File: src/pcoeffPkg.sv
package pcoeffPkg;

    // four-variable truth tables, bit k of the index is variable k
    localparam int tableWidth = 16;
    localparam int permCount = 6;
    localparam int permIdxWidth = $clog2(permCount);

    // largest term is 2**16
    localparam int termWidth = 17;
    localparam int sumWidth = 48;
    localparam int countWidth = 4;

    // images of variables 1, 2, 3 packed as {img3, img2, img1}
    // lexicographic over (img1, img2, img3), identity first
    localparam logic [5:0] permOrder [permCount] = '{
        {2'd3, 2'd2, 2'd1},
        {2'd2, 2'd3, 2'd1},
        {2'd3, 2'd1, 2'd2},
        {2'd1, 2'd3, 2'd2},
        {2'd2, 2'd1, 2'd3},
        {2'd1, 2'd2, 2'd3}
    };

    function automatic logic [tableWidth-1:0] permuteTable(
        input logic [tableWidth-1:0] inTable,
        input logic [permIdxWidth-1:0] permNum
    );
        logic [5:0] images;
        logic [3:0] srcIdx;
        logic [3:0] dstIdx;
        logic [tableWidth-1:0] outTable;
        images = permOrder[permNum];
        outTable = '0;
        for (int i = 0; i < tableWidth; i++) begin
            srcIdx = 4'(i);
            // variable 0 stays in place
            dstIdx = '0;
            dstIdx[0] = srcIdx[0];
            dstIdx[images[1:0]] = srcIdx[1];
            dstIdx[images[3:2]] = srcIdx[2];
            dstIdx[images[5:4]] = srcIdx[3];
            outTable[dstIdx] = inTable[i];
        end
        return outTable;
    endfunction

endpackage

File: src/permutationGenerator.sv
`timescale 1ns/1ps

module permutationGenerator (
    input  logic                             clk,
    input  logic                             rstN,
    input  logic [pcoeffPkg::tableWidth-1:0] bot,
    input  logic                             writeBot,
    input  logic                             slowDownInput,
    output logic                             readyForInputBot,
    output logic [pcoeffPkg::tableWidth-1:0] permutedBot,
    output logic                             permutedBotValid,
    output logic                             batchDone
);
    import pcoeffPkg::*;

    logic [tableWidth-1:0] botReg;
    logic [permIdxWidth-1:0] permIdx;
    logic busy;
    logic started;
    logic lastStep;
    logic accept;

    // ####################################################################
    // handshake
    // ####################################################################

    assign lastStep = busy && (permIdx == permIdxWidth'(permCount - 1));

    // next bot may land on the cycle that emits the sixth permutation
    assign readyForInputBot = started && (!busy || lastStep) && !slowDownInput;
    assign accept = writeBot && readyForInputBot;

    // ####################################################################
    // permutation counter
    // ####################################################################

    always_ff @(posedge clk) begin
        if (!rstN) begin
            started <= 1'b0;
            busy <= 1'b0;
            permIdx <= '0;
        end else begin
            started <= 1'b1;
            if (accept) begin
                busy <= 1'b1;
                permIdx <= '0;
            end else if (lastStep) begin
                busy <= 1'b0;
            end else if (busy) begin
                permIdx <= permIdx + 1'b1;
            end
        end
    end

    always_ff @(posedge clk) begin
        if (accept) begin
            botReg <= bot;
        end
    end

    assign permutedBot = permuteTable(botReg, permIdx);
    assign permutedBotValid = busy;
    assign batchDone = lastStep;

    // a running batch steps through every permutation, no restart and no skip
    assert property (@(posedge clk) disable iff (!rstN)
        permutedBotValid && !batchDone |=>
            permutedBotValid && (permIdx == $past(permIdx) + 1'b1))
        else $error("batch interrupted before its sixth permutation");

endmodule

File: src/pcoeffTermStage.sv
`timescale 1ns/1ps

module pcoeffTermStage (
    input  logic                             clk,
    input  logic                             rstN,
    input  logic [pcoeffPkg::tableWidth-1:0] top,
    input  logic [pcoeffPkg::tableWidth-1:0] permutedBot,
    input  logic                             permutedBotValid,
    input  logic                             batchDone,
    output logic                             termValid,
    output logic [pcoeffPkg::termWidth-1:0]  term,
    output logic                             termPassed,
    output logic                             termLast
);
    import pcoeffPkg::*;

    localparam int popWidth = $clog2(tableWidth + 1);

    logic subset;
    logic [popWidth-1:0] freeBits;
    logic s1Valid;
    logic s1Last;
    logic s1Subset;
    logic [popWidth-1:0] s1Pop;

    // bot fits inside top when it sets nothing that top clears
    assign subset = (permutedBot & ~top) == '0;
    assign freeBits = popWidth'($countones(top & ~permutedBot));

    // stage one: subset flag and free-bit count
    always_ff @(posedge clk) begin
        if (!rstN) begin
            s1Valid <= 1'b0;
            s1Last <= 1'b0;
        end else begin
            s1Valid <= permutedBotValid;
            s1Last <= permutedBotValid && batchDone;
        end
    end

    always_ff @(posedge clk) begin
        s1Subset <= subset;
        s1Pop <= freeBits;
    end

    // stage two: power of two, zero on a failed subset test
    always_ff @(posedge clk) begin
        if (!rstN) begin
            termValid <= 1'b0;
            termLast <= 1'b0;
        end else begin
            termValid <= s1Valid;
            termLast <= s1Last;
        end
    end

    always_ff @(posedge clk) begin
        termPassed <= s1Subset;
        term <= s1Subset ? (termWidth'(1) << s1Pop) : '0;
    end

endmodule

File: src/batchAccumulator.sv
`timescale 1ns/1ps

module batchAccumulator (
    input  logic                             clk,
    input  logic                             rstN,
    input  logic                             termValid,
    input  logic [pcoeffPkg::termWidth-1:0]  term,
    input  logic                             termPassed,
    input  logic                             termLast,
    input  logic                             takeResult,
    output logic                             slowDownInput,
    output logic                             resultReady,
    output logic [pcoeffPkg::sumWidth-1:0]   resultSum,
    output logic [pcoeffPkg::countWidth-1:0] resultCount
);
    import pcoeffPkg::*;

    logic [sumWidth-1:0] runSum;
    logic [countWidth-1:0] runCount;
    logic [sumWidth-1:0] nextSum;
    logic [countWidth-1:0] nextCount;
    logic [sumWidth-1:0] qSum [2];
    logic [countWidth-1:0] qCount [2];
    logic wrPtr;
    logic rdPtr;
    logic [1:0] fill;
    logic push;

    // ####################################################################
    // running sum per bot
    // ####################################################################

    assign nextSum = runSum + sumWidth'(term);
    assign nextCount = runCount + countWidth'(termPassed);
    assign push = termValid && termLast;

    always_ff @(posedge clk) begin
        if (!rstN) begin
            runSum <= '0;
            runCount <= '0;
        end else if (termValid) begin
            if (termLast) begin
                runSum <= '0;
                runCount <= '0;
            end else begin
                runSum <= nextSum;
                runCount <= nextCount;
            end
        end
    end

    // ####################################################################
    // two-entry result queue
    // ####################################################################

    always_ff @(posedge clk) begin
        if (!rstN) begin
            wrPtr <= 1'b0;
            rdPtr <= 1'b0;
            fill <= '0;
        end else begin
            if (push) begin
                wrPtr <= ~wrPtr;
            end
            if (takeResult) begin
                rdPtr <= ~rdPtr;
            end
            fill <= fill + {1'b0, push} - {1'b0, takeResult};
        end
    end

    always_ff @(posedge clk) begin
        if (push) begin
            qSum[wrPtr] <= nextSum;
            qCount[wrPtr] <= nextCount;
        end
    end

    // the second entry is kept for a bot already in flight
    assign resultReady = fill != 2'd0;
    assign slowDownInput = fill != 2'd0;
    assign resultSum = qSum[rdPtr];
    assign resultCount = qCount[rdPtr];

    assert property (@(posedge clk) disable iff (!rstN)
        push |-> fill != 2'd2)
        else $error("result pushed into a full queue");

    assert property (@(posedge clk) disable iff (!rstN)
        takeResult |-> resultReady)
        else $error("result taken from an empty queue");

endmodule

File: src/resultCollector.sv
`timescale 1ns/1ps

module resultCollector #(
    parameter int grabGap = 10,
    parameter int grabDelay = 8
) (
    input  logic                             clk,
    input  logic                             rstN,
    input  logic                             resultReady,
    input  logic [pcoeffPkg::sumWidth-1:0]   resultSum,
    input  logic [pcoeffPkg::countWidth-1:0] resultCount,
    input  logic                             grabResults,
    output logic                             takeResult,
    output logic                             resultsAvailable,
    output logic [pcoeffPkg::sumWidth-1:0]   pcoeffSum,
    output logic [pcoeffPkg::countWidth-1:0] pcoeffCount
);
    import pcoeffPkg::*;

    localparam int gapWidth = $clog2(grabGap + 1);

    logic [gapWidth-1:0] gapCount;
    logic gapReached;
    logic [grabDelay-1:0] takeLine;
    logic arrive;
    logic [sumWidth-1:0] pendSum;
    logic [countWidth-1:0] pendCount;

    // ####################################################################
    // take pacing
    // ####################################################################

    assign gapReached = gapCount == gapWidth'(grabGap);
    assign takeResult = !resultsAvailable && resultReady && gapReached;

    always_ff @(posedge clk) begin
        if (!rstN) begin
            gapCount <= '0;
        end else if (takeResult) begin
            gapCount <= '0;
        end else if (!gapReached) begin
            gapCount <= gapCount + 1'b1;
        end
    end

    // ####################################################################
    // transfer delay and output hold
    // ####################################################################

    always_ff @(posedge clk) begin
        if (!rstN) begin
            takeLine <= '0;
        end else begin
            takeLine <= (takeLine << 1) | grabDelay'(takeResult);
        end
    end

    assign arrive = takeLine[grabDelay-1];

    // queue head moves on at the take, so hold its value for the transfer
    always_ff @(posedge clk) begin
        if (takeResult) begin
            pendSum <= resultSum;
            pendCount <= resultCount;
        end
        if (arrive) begin
            pcoeffSum <= pendSum;
            pcoeffCount <= pendCount;
        end
    end

    always_ff @(posedge clk) begin
        if (!rstN) begin
            resultsAvailable <= 1'b0;
        end else if (arrive) begin
            resultsAvailable <= 1'b1;
        end else if (grabResults) begin
            resultsAvailable <= 1'b0;
        end
    end

    // pacing must keep a second transfer from landing on a held result
    assert property (@(posedge clk) disable iff (!rstN)
        arrive |-> !resultsAvailable)
        else $error("result arrived while previous one still held");

endmodule

File: src/fullPermutationPipeline.sv
`timescale 1ns/1ps

module fullPermutationPipeline #(
    parameter int grabGap = 10,
    parameter int grabDelay = 8
) (
    input  logic                             clk,
    input  logic                             rstN,
    input  logic [pcoeffPkg::tableWidth-1:0] top,
    input  logic [pcoeffPkg::tableWidth-1:0] bot,
    input  logic                             writeBot,
    input  logic                             grabResults,
    output logic                             readyForInputBot,
    output logic                             resultsAvailable,
    output logic [pcoeffPkg::sumWidth-1:0]   pcoeffSum,
    output logic [pcoeffPkg::countWidth-1:0] pcoeffCount
);
    import pcoeffPkg::*;

    logic [tableWidth-1:0] permutedBot;
    logic permutedBotValid;
    logic batchDone;
    logic slowDownInput;
    logic termValid;
    logic [termWidth-1:0] term;
    logic termPassed;
    logic termLast;
    logic takeResult;
    logic resultReady;
    logic [sumWidth-1:0] resultSum;
    logic [countWidth-1:0] resultCount;

    permutationGenerator permGen_i (
        .clk(clk),
        .rstN(rstN),
        .bot(bot),
        .writeBot(writeBot),
        .slowDownInput(slowDownInput),
        .readyForInputBot(readyForInputBot),
        .permutedBot(permutedBot),
        .permutedBotValid(permutedBotValid),
        .batchDone(batchDone)
    );

    pcoeffTermStage termStage_i (
        .clk(clk),
        .rstN(rstN),
        .top(top),
        .permutedBot(permutedBot),
        .permutedBotValid(permutedBotValid),
        .batchDone(batchDone),
        .termValid(termValid),
        .term(term),
        .termPassed(termPassed),
        .termLast(termLast)
    );

    batchAccumulator accum_i (
        .clk(clk),
        .rstN(rstN),
        .termValid(termValid),
        .term(term),
        .termPassed(termPassed),
        .termLast(termLast),
        .takeResult(takeResult),
        .slowDownInput(slowDownInput),
        .resultReady(resultReady),
        .resultSum(resultSum),
        .resultCount(resultCount)
    );

    resultCollector #(
        .grabGap(grabGap),
        .grabDelay(grabDelay)
    ) collector_i (
        .clk(clk),
        .rstN(rstN),
        .resultReady(resultReady),
        .resultSum(resultSum),
        .resultCount(resultCount),
        .grabResults(grabResults),
        .takeResult(takeResult),
        .resultsAvailable(resultsAvailable),
        .pcoeffSum(pcoeffSum),
        .pcoeffCount(pcoeffCount)
    );

endmodule

File: config.mk
export PLATFORM = sky130hd
export DESIGN_NAME = fullPermutationPipeline
export DESIGN_NICKNAME = d
export VERILOG_FILES = /design/src/pcoeffPkg.sv /design/src/permutationGenerator.sv /design/src/pcoeffTermStage.sv /design/src/batchAccumulator.sv /design/src/resultCollector.sv /design/src/fullPermutationPipeline.sv
export SDC_FILE = /design/constraint.sdc
export NUM_CORES = 1
export LEC_CHECK = 0
export BUFFER_PORTS_ARGS = -buffer_cell sky130_fd_sc_hd__buf_2
export CORE_MARGIN = 5
export CORE_UTILIZATION = 40
export CTS_CLUSTER_DIAMETER = 80
export DETAILED_ROUTE_END_ITERATION = 8
export PLACE_DENSITY_LB_ADDON = 0.25
export SLEW_MARGIN = 15
export SYNTH_ARGS = -nofsm -noshare
export SYNTH_HDL_FRONTEND = slang
export SYNTH_SLANG_ARGS = --single-unit
File: constraint.sdc
create_clock -name clk -period 13.2 [get_ports clk]
set_clock_uncertainty 0.1 [all_clocks]
set_input_delay 1.32 -clock clk [delete_from_list [all_inputs] [get_ports clk]]
set_output_delay 1.32 -clock clk [all_outputs]
set_load 0.02 [all_outputs]
==> impl.org <==
** Run status
- Status :: finished, final reports clean

** Timing
- The worst path uses 56.25% of the clock period.
- For the pin with the worst max-slew slack, the measured transition is 1.087 ns.
- For the finished layout, the period the worst path requires is 7.424 ns.
- For this run, the top clock speed supported by timing is 0.1347 GHz.
- The number of failing hold endpoints at the final stage is 0.
- Across all hold checks on the routed design, the worst slack comes to 0.2622 ns.
- The worst pin sits at a relative slew slack of 27.06%.
- In the final timing run, aggregate negative setup slack is 0 ns.
- Setup repair after global routing left no endpoint under its margin.
- The count of pins over their slew limit came to 0.
- Count of endpoints failing setup in the final report :: 0

** Synthesis
- Summing the areas of all compound-gate instances in the mapped netlist gives 12.18% of the synthesized area.
- Counting every net in the synthesized netlist gives 1390.
- Primary FF master, synth :: edfxtp_1
- For this run, asynchronously set or reset flops after synthesis account for 0%.
- Synth Cell Area :: 15200 sq um
- Post-Syn Instances :: 1301
- Of the total synthesized cell area, the portion taken by AND, OR, NAND and NOR gates is 14.02%.
- By area, the combinational part of the netlist is dominated by simple AND/OR/NAND/NOR gates.
- Counting flops with a built-in enable in the synthesized netlist gives 224.
- Unique masters post-synth :: 84
- Post-Synth XOR/XNOR Area :: 3.399%
- After synthesis the netlist holds a flip-flop and latch count of 326.
- Adder-Cell Fraction of Synth Area :: 4.955%
- Measured against the total synthesized area, the mux share comes to 4.790%.
- During synthesis, Yosys emitted a total of 0 warnings.
- Fraction of the yosys area taken by sequential cells :: 57.68%
- Avg Synthesized Cell Area :: 11.68 sq um

** Finish
- Registers take 8771 sq um.
- Fill count :: 3448
- Share of cells above drive strength 1 :: 16.86%
- Most common cell after layout, fill and taps aside :: edfxtp_1
- Total number of nets in the final design :: 1467
- Core utilization of the finished layout :: 46.12%
- Area of combinational cells with multiple inputs :: 5997 sq um
- The number of antenna diodes in the final layout is 0.
- In the layout the commonest cells are edfxtp_1 (224), nor2_1 (104), dfxtp_1 (100), buf_2 (89), nand2_1 (85).
- Area added between synthesis and finish :: 13.99%

** Global routing
- Via count of the first global-routing pass :: 10494
- The initial antenna violation count is 0.
- The first global-routing pass estimated 60490 microns of wire.
- GRT Residual Overflow :: 0
- Pin count of the biggest net entering global routing :: 55
- Global routing used 18.48% of the available tracks.

** Detailed routing
- After detailed routing, the number of vias per cell comes to 5.491.
- After detailed routing, the average wire length per cell comes to 20.13 microns.
- Number of nets with antenna violations after detailed routing :: 0
- Length of routed wiring on met1 :: 16720 microns
- Summed over all layers, the routed wires come to 38590 microns.
- Iteration-0 DRC count of the detailed router :: 693
- Number of iterations in the first detailed-routing pass :: 5
- Detailed routing placed a total of 18390 microns of wire on met2.
- For this block, the via count after detailed routing is 10527.
- The highest layer touched by signal routing is met4.
- DRC violations left :: 0
- Wire segments on met3 add up to 1712 microns in the final route.

** Critical path
- The critical path is of the flop to flop type.
- R2r endpoint :: termStage_i.s1Pop[2]$_DFF_P_
- Reg2Reg Depth :: 20
- Arrival time reported for the critical path endpoint :: 7.76 ns
- Nature of the critical path endpoint :: flop
- Peak fanout along the critical path :: 23
- The setup check on the worst reg-to-reg path leaves a slack of 5.78 ns.
- The largest single stage delay on the critical path is 0.81 ns.
- The worst setup path is launched from a flop.
- Crit-path cells :: inv_1, ha_1, nor2b_1, nor3_1, nor3_1, mux2i_1, a221o_1, a21oi_1, nor2_1, ha_1, inv_1, fa_1, inv_1, fa_1, fa_1, fa_1, ha_1, inv_1, fa_1, inv_1
- Startpoint of the lowest-slack register-to-register path :: permGen_i.permIdx[1]$_SDFFE_PP0P_
- Slowest library cell on the worst path :: dfxtp_1
- Required time reported for the critical path endpoint :: 13.54 ns

** Clock tree
- The tree built by TritonCTS fans out to 326 sinks.
- The H-tree was split into 2 levels.
- TritonCTS built the clock tree.
- The number of gates resized after CTS was 0.
- The number of hold buffers added after CTS was 0.
- Clock-pin slew was measured on the worst setup and hold paths at 0.06 ns.
- Buffers inserted during post-CTS setup optimization :: 0
- The clock reaches the later pin of the worst-skew pair after 0.54 ns.
- Maximum number of buffers from clock root to sink :: 3
- Clock buffers created by TritonCTS :: 36
- In this run the clock root is driven by a clkbuf_16.

** Min path
- Destination of the worst hold path :: termStage_i.termPassed$_DFF_P_
- Worst hold path depth :: 0
- In this run the most critical hold path is launched from termStage_i.s1Subset$_DFF_P_.
- The tightest min-delay check is of the flop to flop type.

** Placed design
- At the end of routability-driven placement, the weighted congestion stood at 0.9395.
- Detailed placement ended at an HPWL of 27180 microns.
- IO buf count :: 89

** Power
- Worst ir drop on vdd :: 0.1230 mV
- Ratio of total power to cell area :: 133.9 nW/um^2
- Summed over all cells, the static leakage comes to 6.417 nW.

** Die
- Top-level I/O count :: 90
- Initial cell density of the core :: 40.46%
- The die is 205.0 microns tall.
- Die X :: 205.0 microns
- The total area inside the core boundary comes to 37580 sq um.
- Cell row count :: 71
- Die ar. :: 42000 sq um

** Run
- Across the run, the number of max-cap violations was 0.
-- cell families after synthesis --
kind of cell	count (synthesis)
xor gates and xnor gates	59
and+or+nand+nor	411
muxes	66
DFF	326
AOI/OAI and AO/OA	273
adders and majority gates	53
buffers and inverters	113
-- cell usage after synthesis (7+ instances only) --
master      n  area share (%)
a211oi_1    9            0.44
a21o_1     11            0.54
a21oi_1    60             2.0
a22o_1      7            0.40
a22oi_1    15            0.74
a31oi_1    21            0.86
and2_1     22            0.91
and3_1     13            0.53
and4_1      7            0.40
buf_2      17            0.56
clkbuf_1   39            0.96
dfxtp_1   102              13
edfxtp_1  224              44
fa_1       12             1.6
ha_1       41             3.4
inv_1      46             1.1
mux2_2     54             4.0
mux2i_1    12            0.79
nand2_1    85             2.1
nand2b_1   14            0.58
nand3_1    39             1.3
nand3b_1    8            0.40
nand4_1    21            0.86
nor2_1    106             2.6
nor2b_1    13            0.53
nor3_1     21            0.69
nor4_1     13            0.53
o211ai_1    9            0.44
o21ai_0    49             1.6
o31ai_1    16            0.79
o41ai_1     7            0.40
or3_1      13            0.53
xnor2_1    42             2.4
xor2_1     17            0.98
-- sequential cells by signal, indices dropped and copies added, names as in the netlist, 2 cells and up --
name                     flops
permGen_i.botReg            16
accum_i.qSum                96
permGen_i.permIdx            3
collector_i.gapCount         4
accum_i.runCount             4
collector_i.pcoeffSum       48
collector_i.pendCount        4
accum_i.fill                 2
collector_i.pcoeffCount      4
accum_i.qCount               8
collector_i.takeLine         8
collector_i.pendSum         48
termStage_i.term            17
accum_i.runSum              48
termStage_i.s1Pop            5
-- critical path: cells and delay by family, from the launching register on --
family	cells	cell delay (ns)
fa+ha+maj	8	3.54
simple gates	4	1.44
buf+inv	5	0.69
flops	1	0.81
compound gates	2	0.62
mux	1	0.13
-- stage by stage --
stage / setup WS (ns) / std cells / area, sq um / power [mW]
3_3_place_gp: 5.811 / 1851 / 16140 / 1.354
4_1_cts: 5.817 / 1917 / 17330 / 2.356
5_1_grt: 5.352 / 1917 / 17330 / 2.436
3_5_place_dp: 5.802 / 1851 / 16140 / 1.353
6_report: 5.776 / 1917 / 17330 / 2.321
2_1_floorplan: 7.231 / 1301 / 15200 / 1.283
-- how the worst max path moves through the flow --
stage	slack, ns	endpoint	cells past startpoint	start
floorplan	7.23	accum_i.fill[1]$_SDFF_PN0_	10	collector_i.gapCount[0]$_SDFFE_PP0P_
global placement	5.81	termStage_i.s1Pop[2]$_DFF_P_	20	permGen_i.permIdx[1]$_SDFFE_PP0P_
detailed placement	5.80	termStage_i.s1Pop[2]$_DFF_P_	20	permGen_i.permIdx[1]$_SDFFE_PP0P_
CTS	5.82	termStage_i.s1Pop[2]$_DFF_P_	20	permGen_i.permIdx[1]$_SDFFE_PP0P_
global route	5.35	termStage_i.s1Pop[2]$_DFF_P_	20	permGen_i.permIdx[1]$_SDFFE_PP0P_
finish	5.78	termStage_i.s1Pop[2]$_DFF_P_	20	permGen_i.permIdx[1]$_SDFFE_PP0P_
-- per-layer routing --
layer | vias to the layer above | global-route usage, %
met2 | 301 | 30.71
li1 | 5027 | -
met1 | 5120 | 23.59
met4 | 0 | 9.043
met5 | - | 0
met3 | 79 | 2.976
-- power by group --
part | leakage (nW) | switching, mW | internal (mW)
Sequential | 2.88 | 0.0213 | 1.10
Clock | 0.568 | 0.402 | 0.586
Combinational | 2.97 | 0.131 | 0.0842
Total | 6.42 | 0.554 | 1.77
-- final cells by class --
| class | instances | area share [%] |
|---|---|---|
| Clock inverter | 15 | 0.9747 |
| Inverter | 49 | 1.061 |
| Multi-Input combinational cell | 862 | 34.61 |
| Timing Repair Buffer | 103 | 3.177 |
| Clock buffer | 51 | 5.877 |
| Sequential cell | 326 | 50.61 |
| Tap cell | 511 | 3.690 |
(Power assumes the default switching activity.)
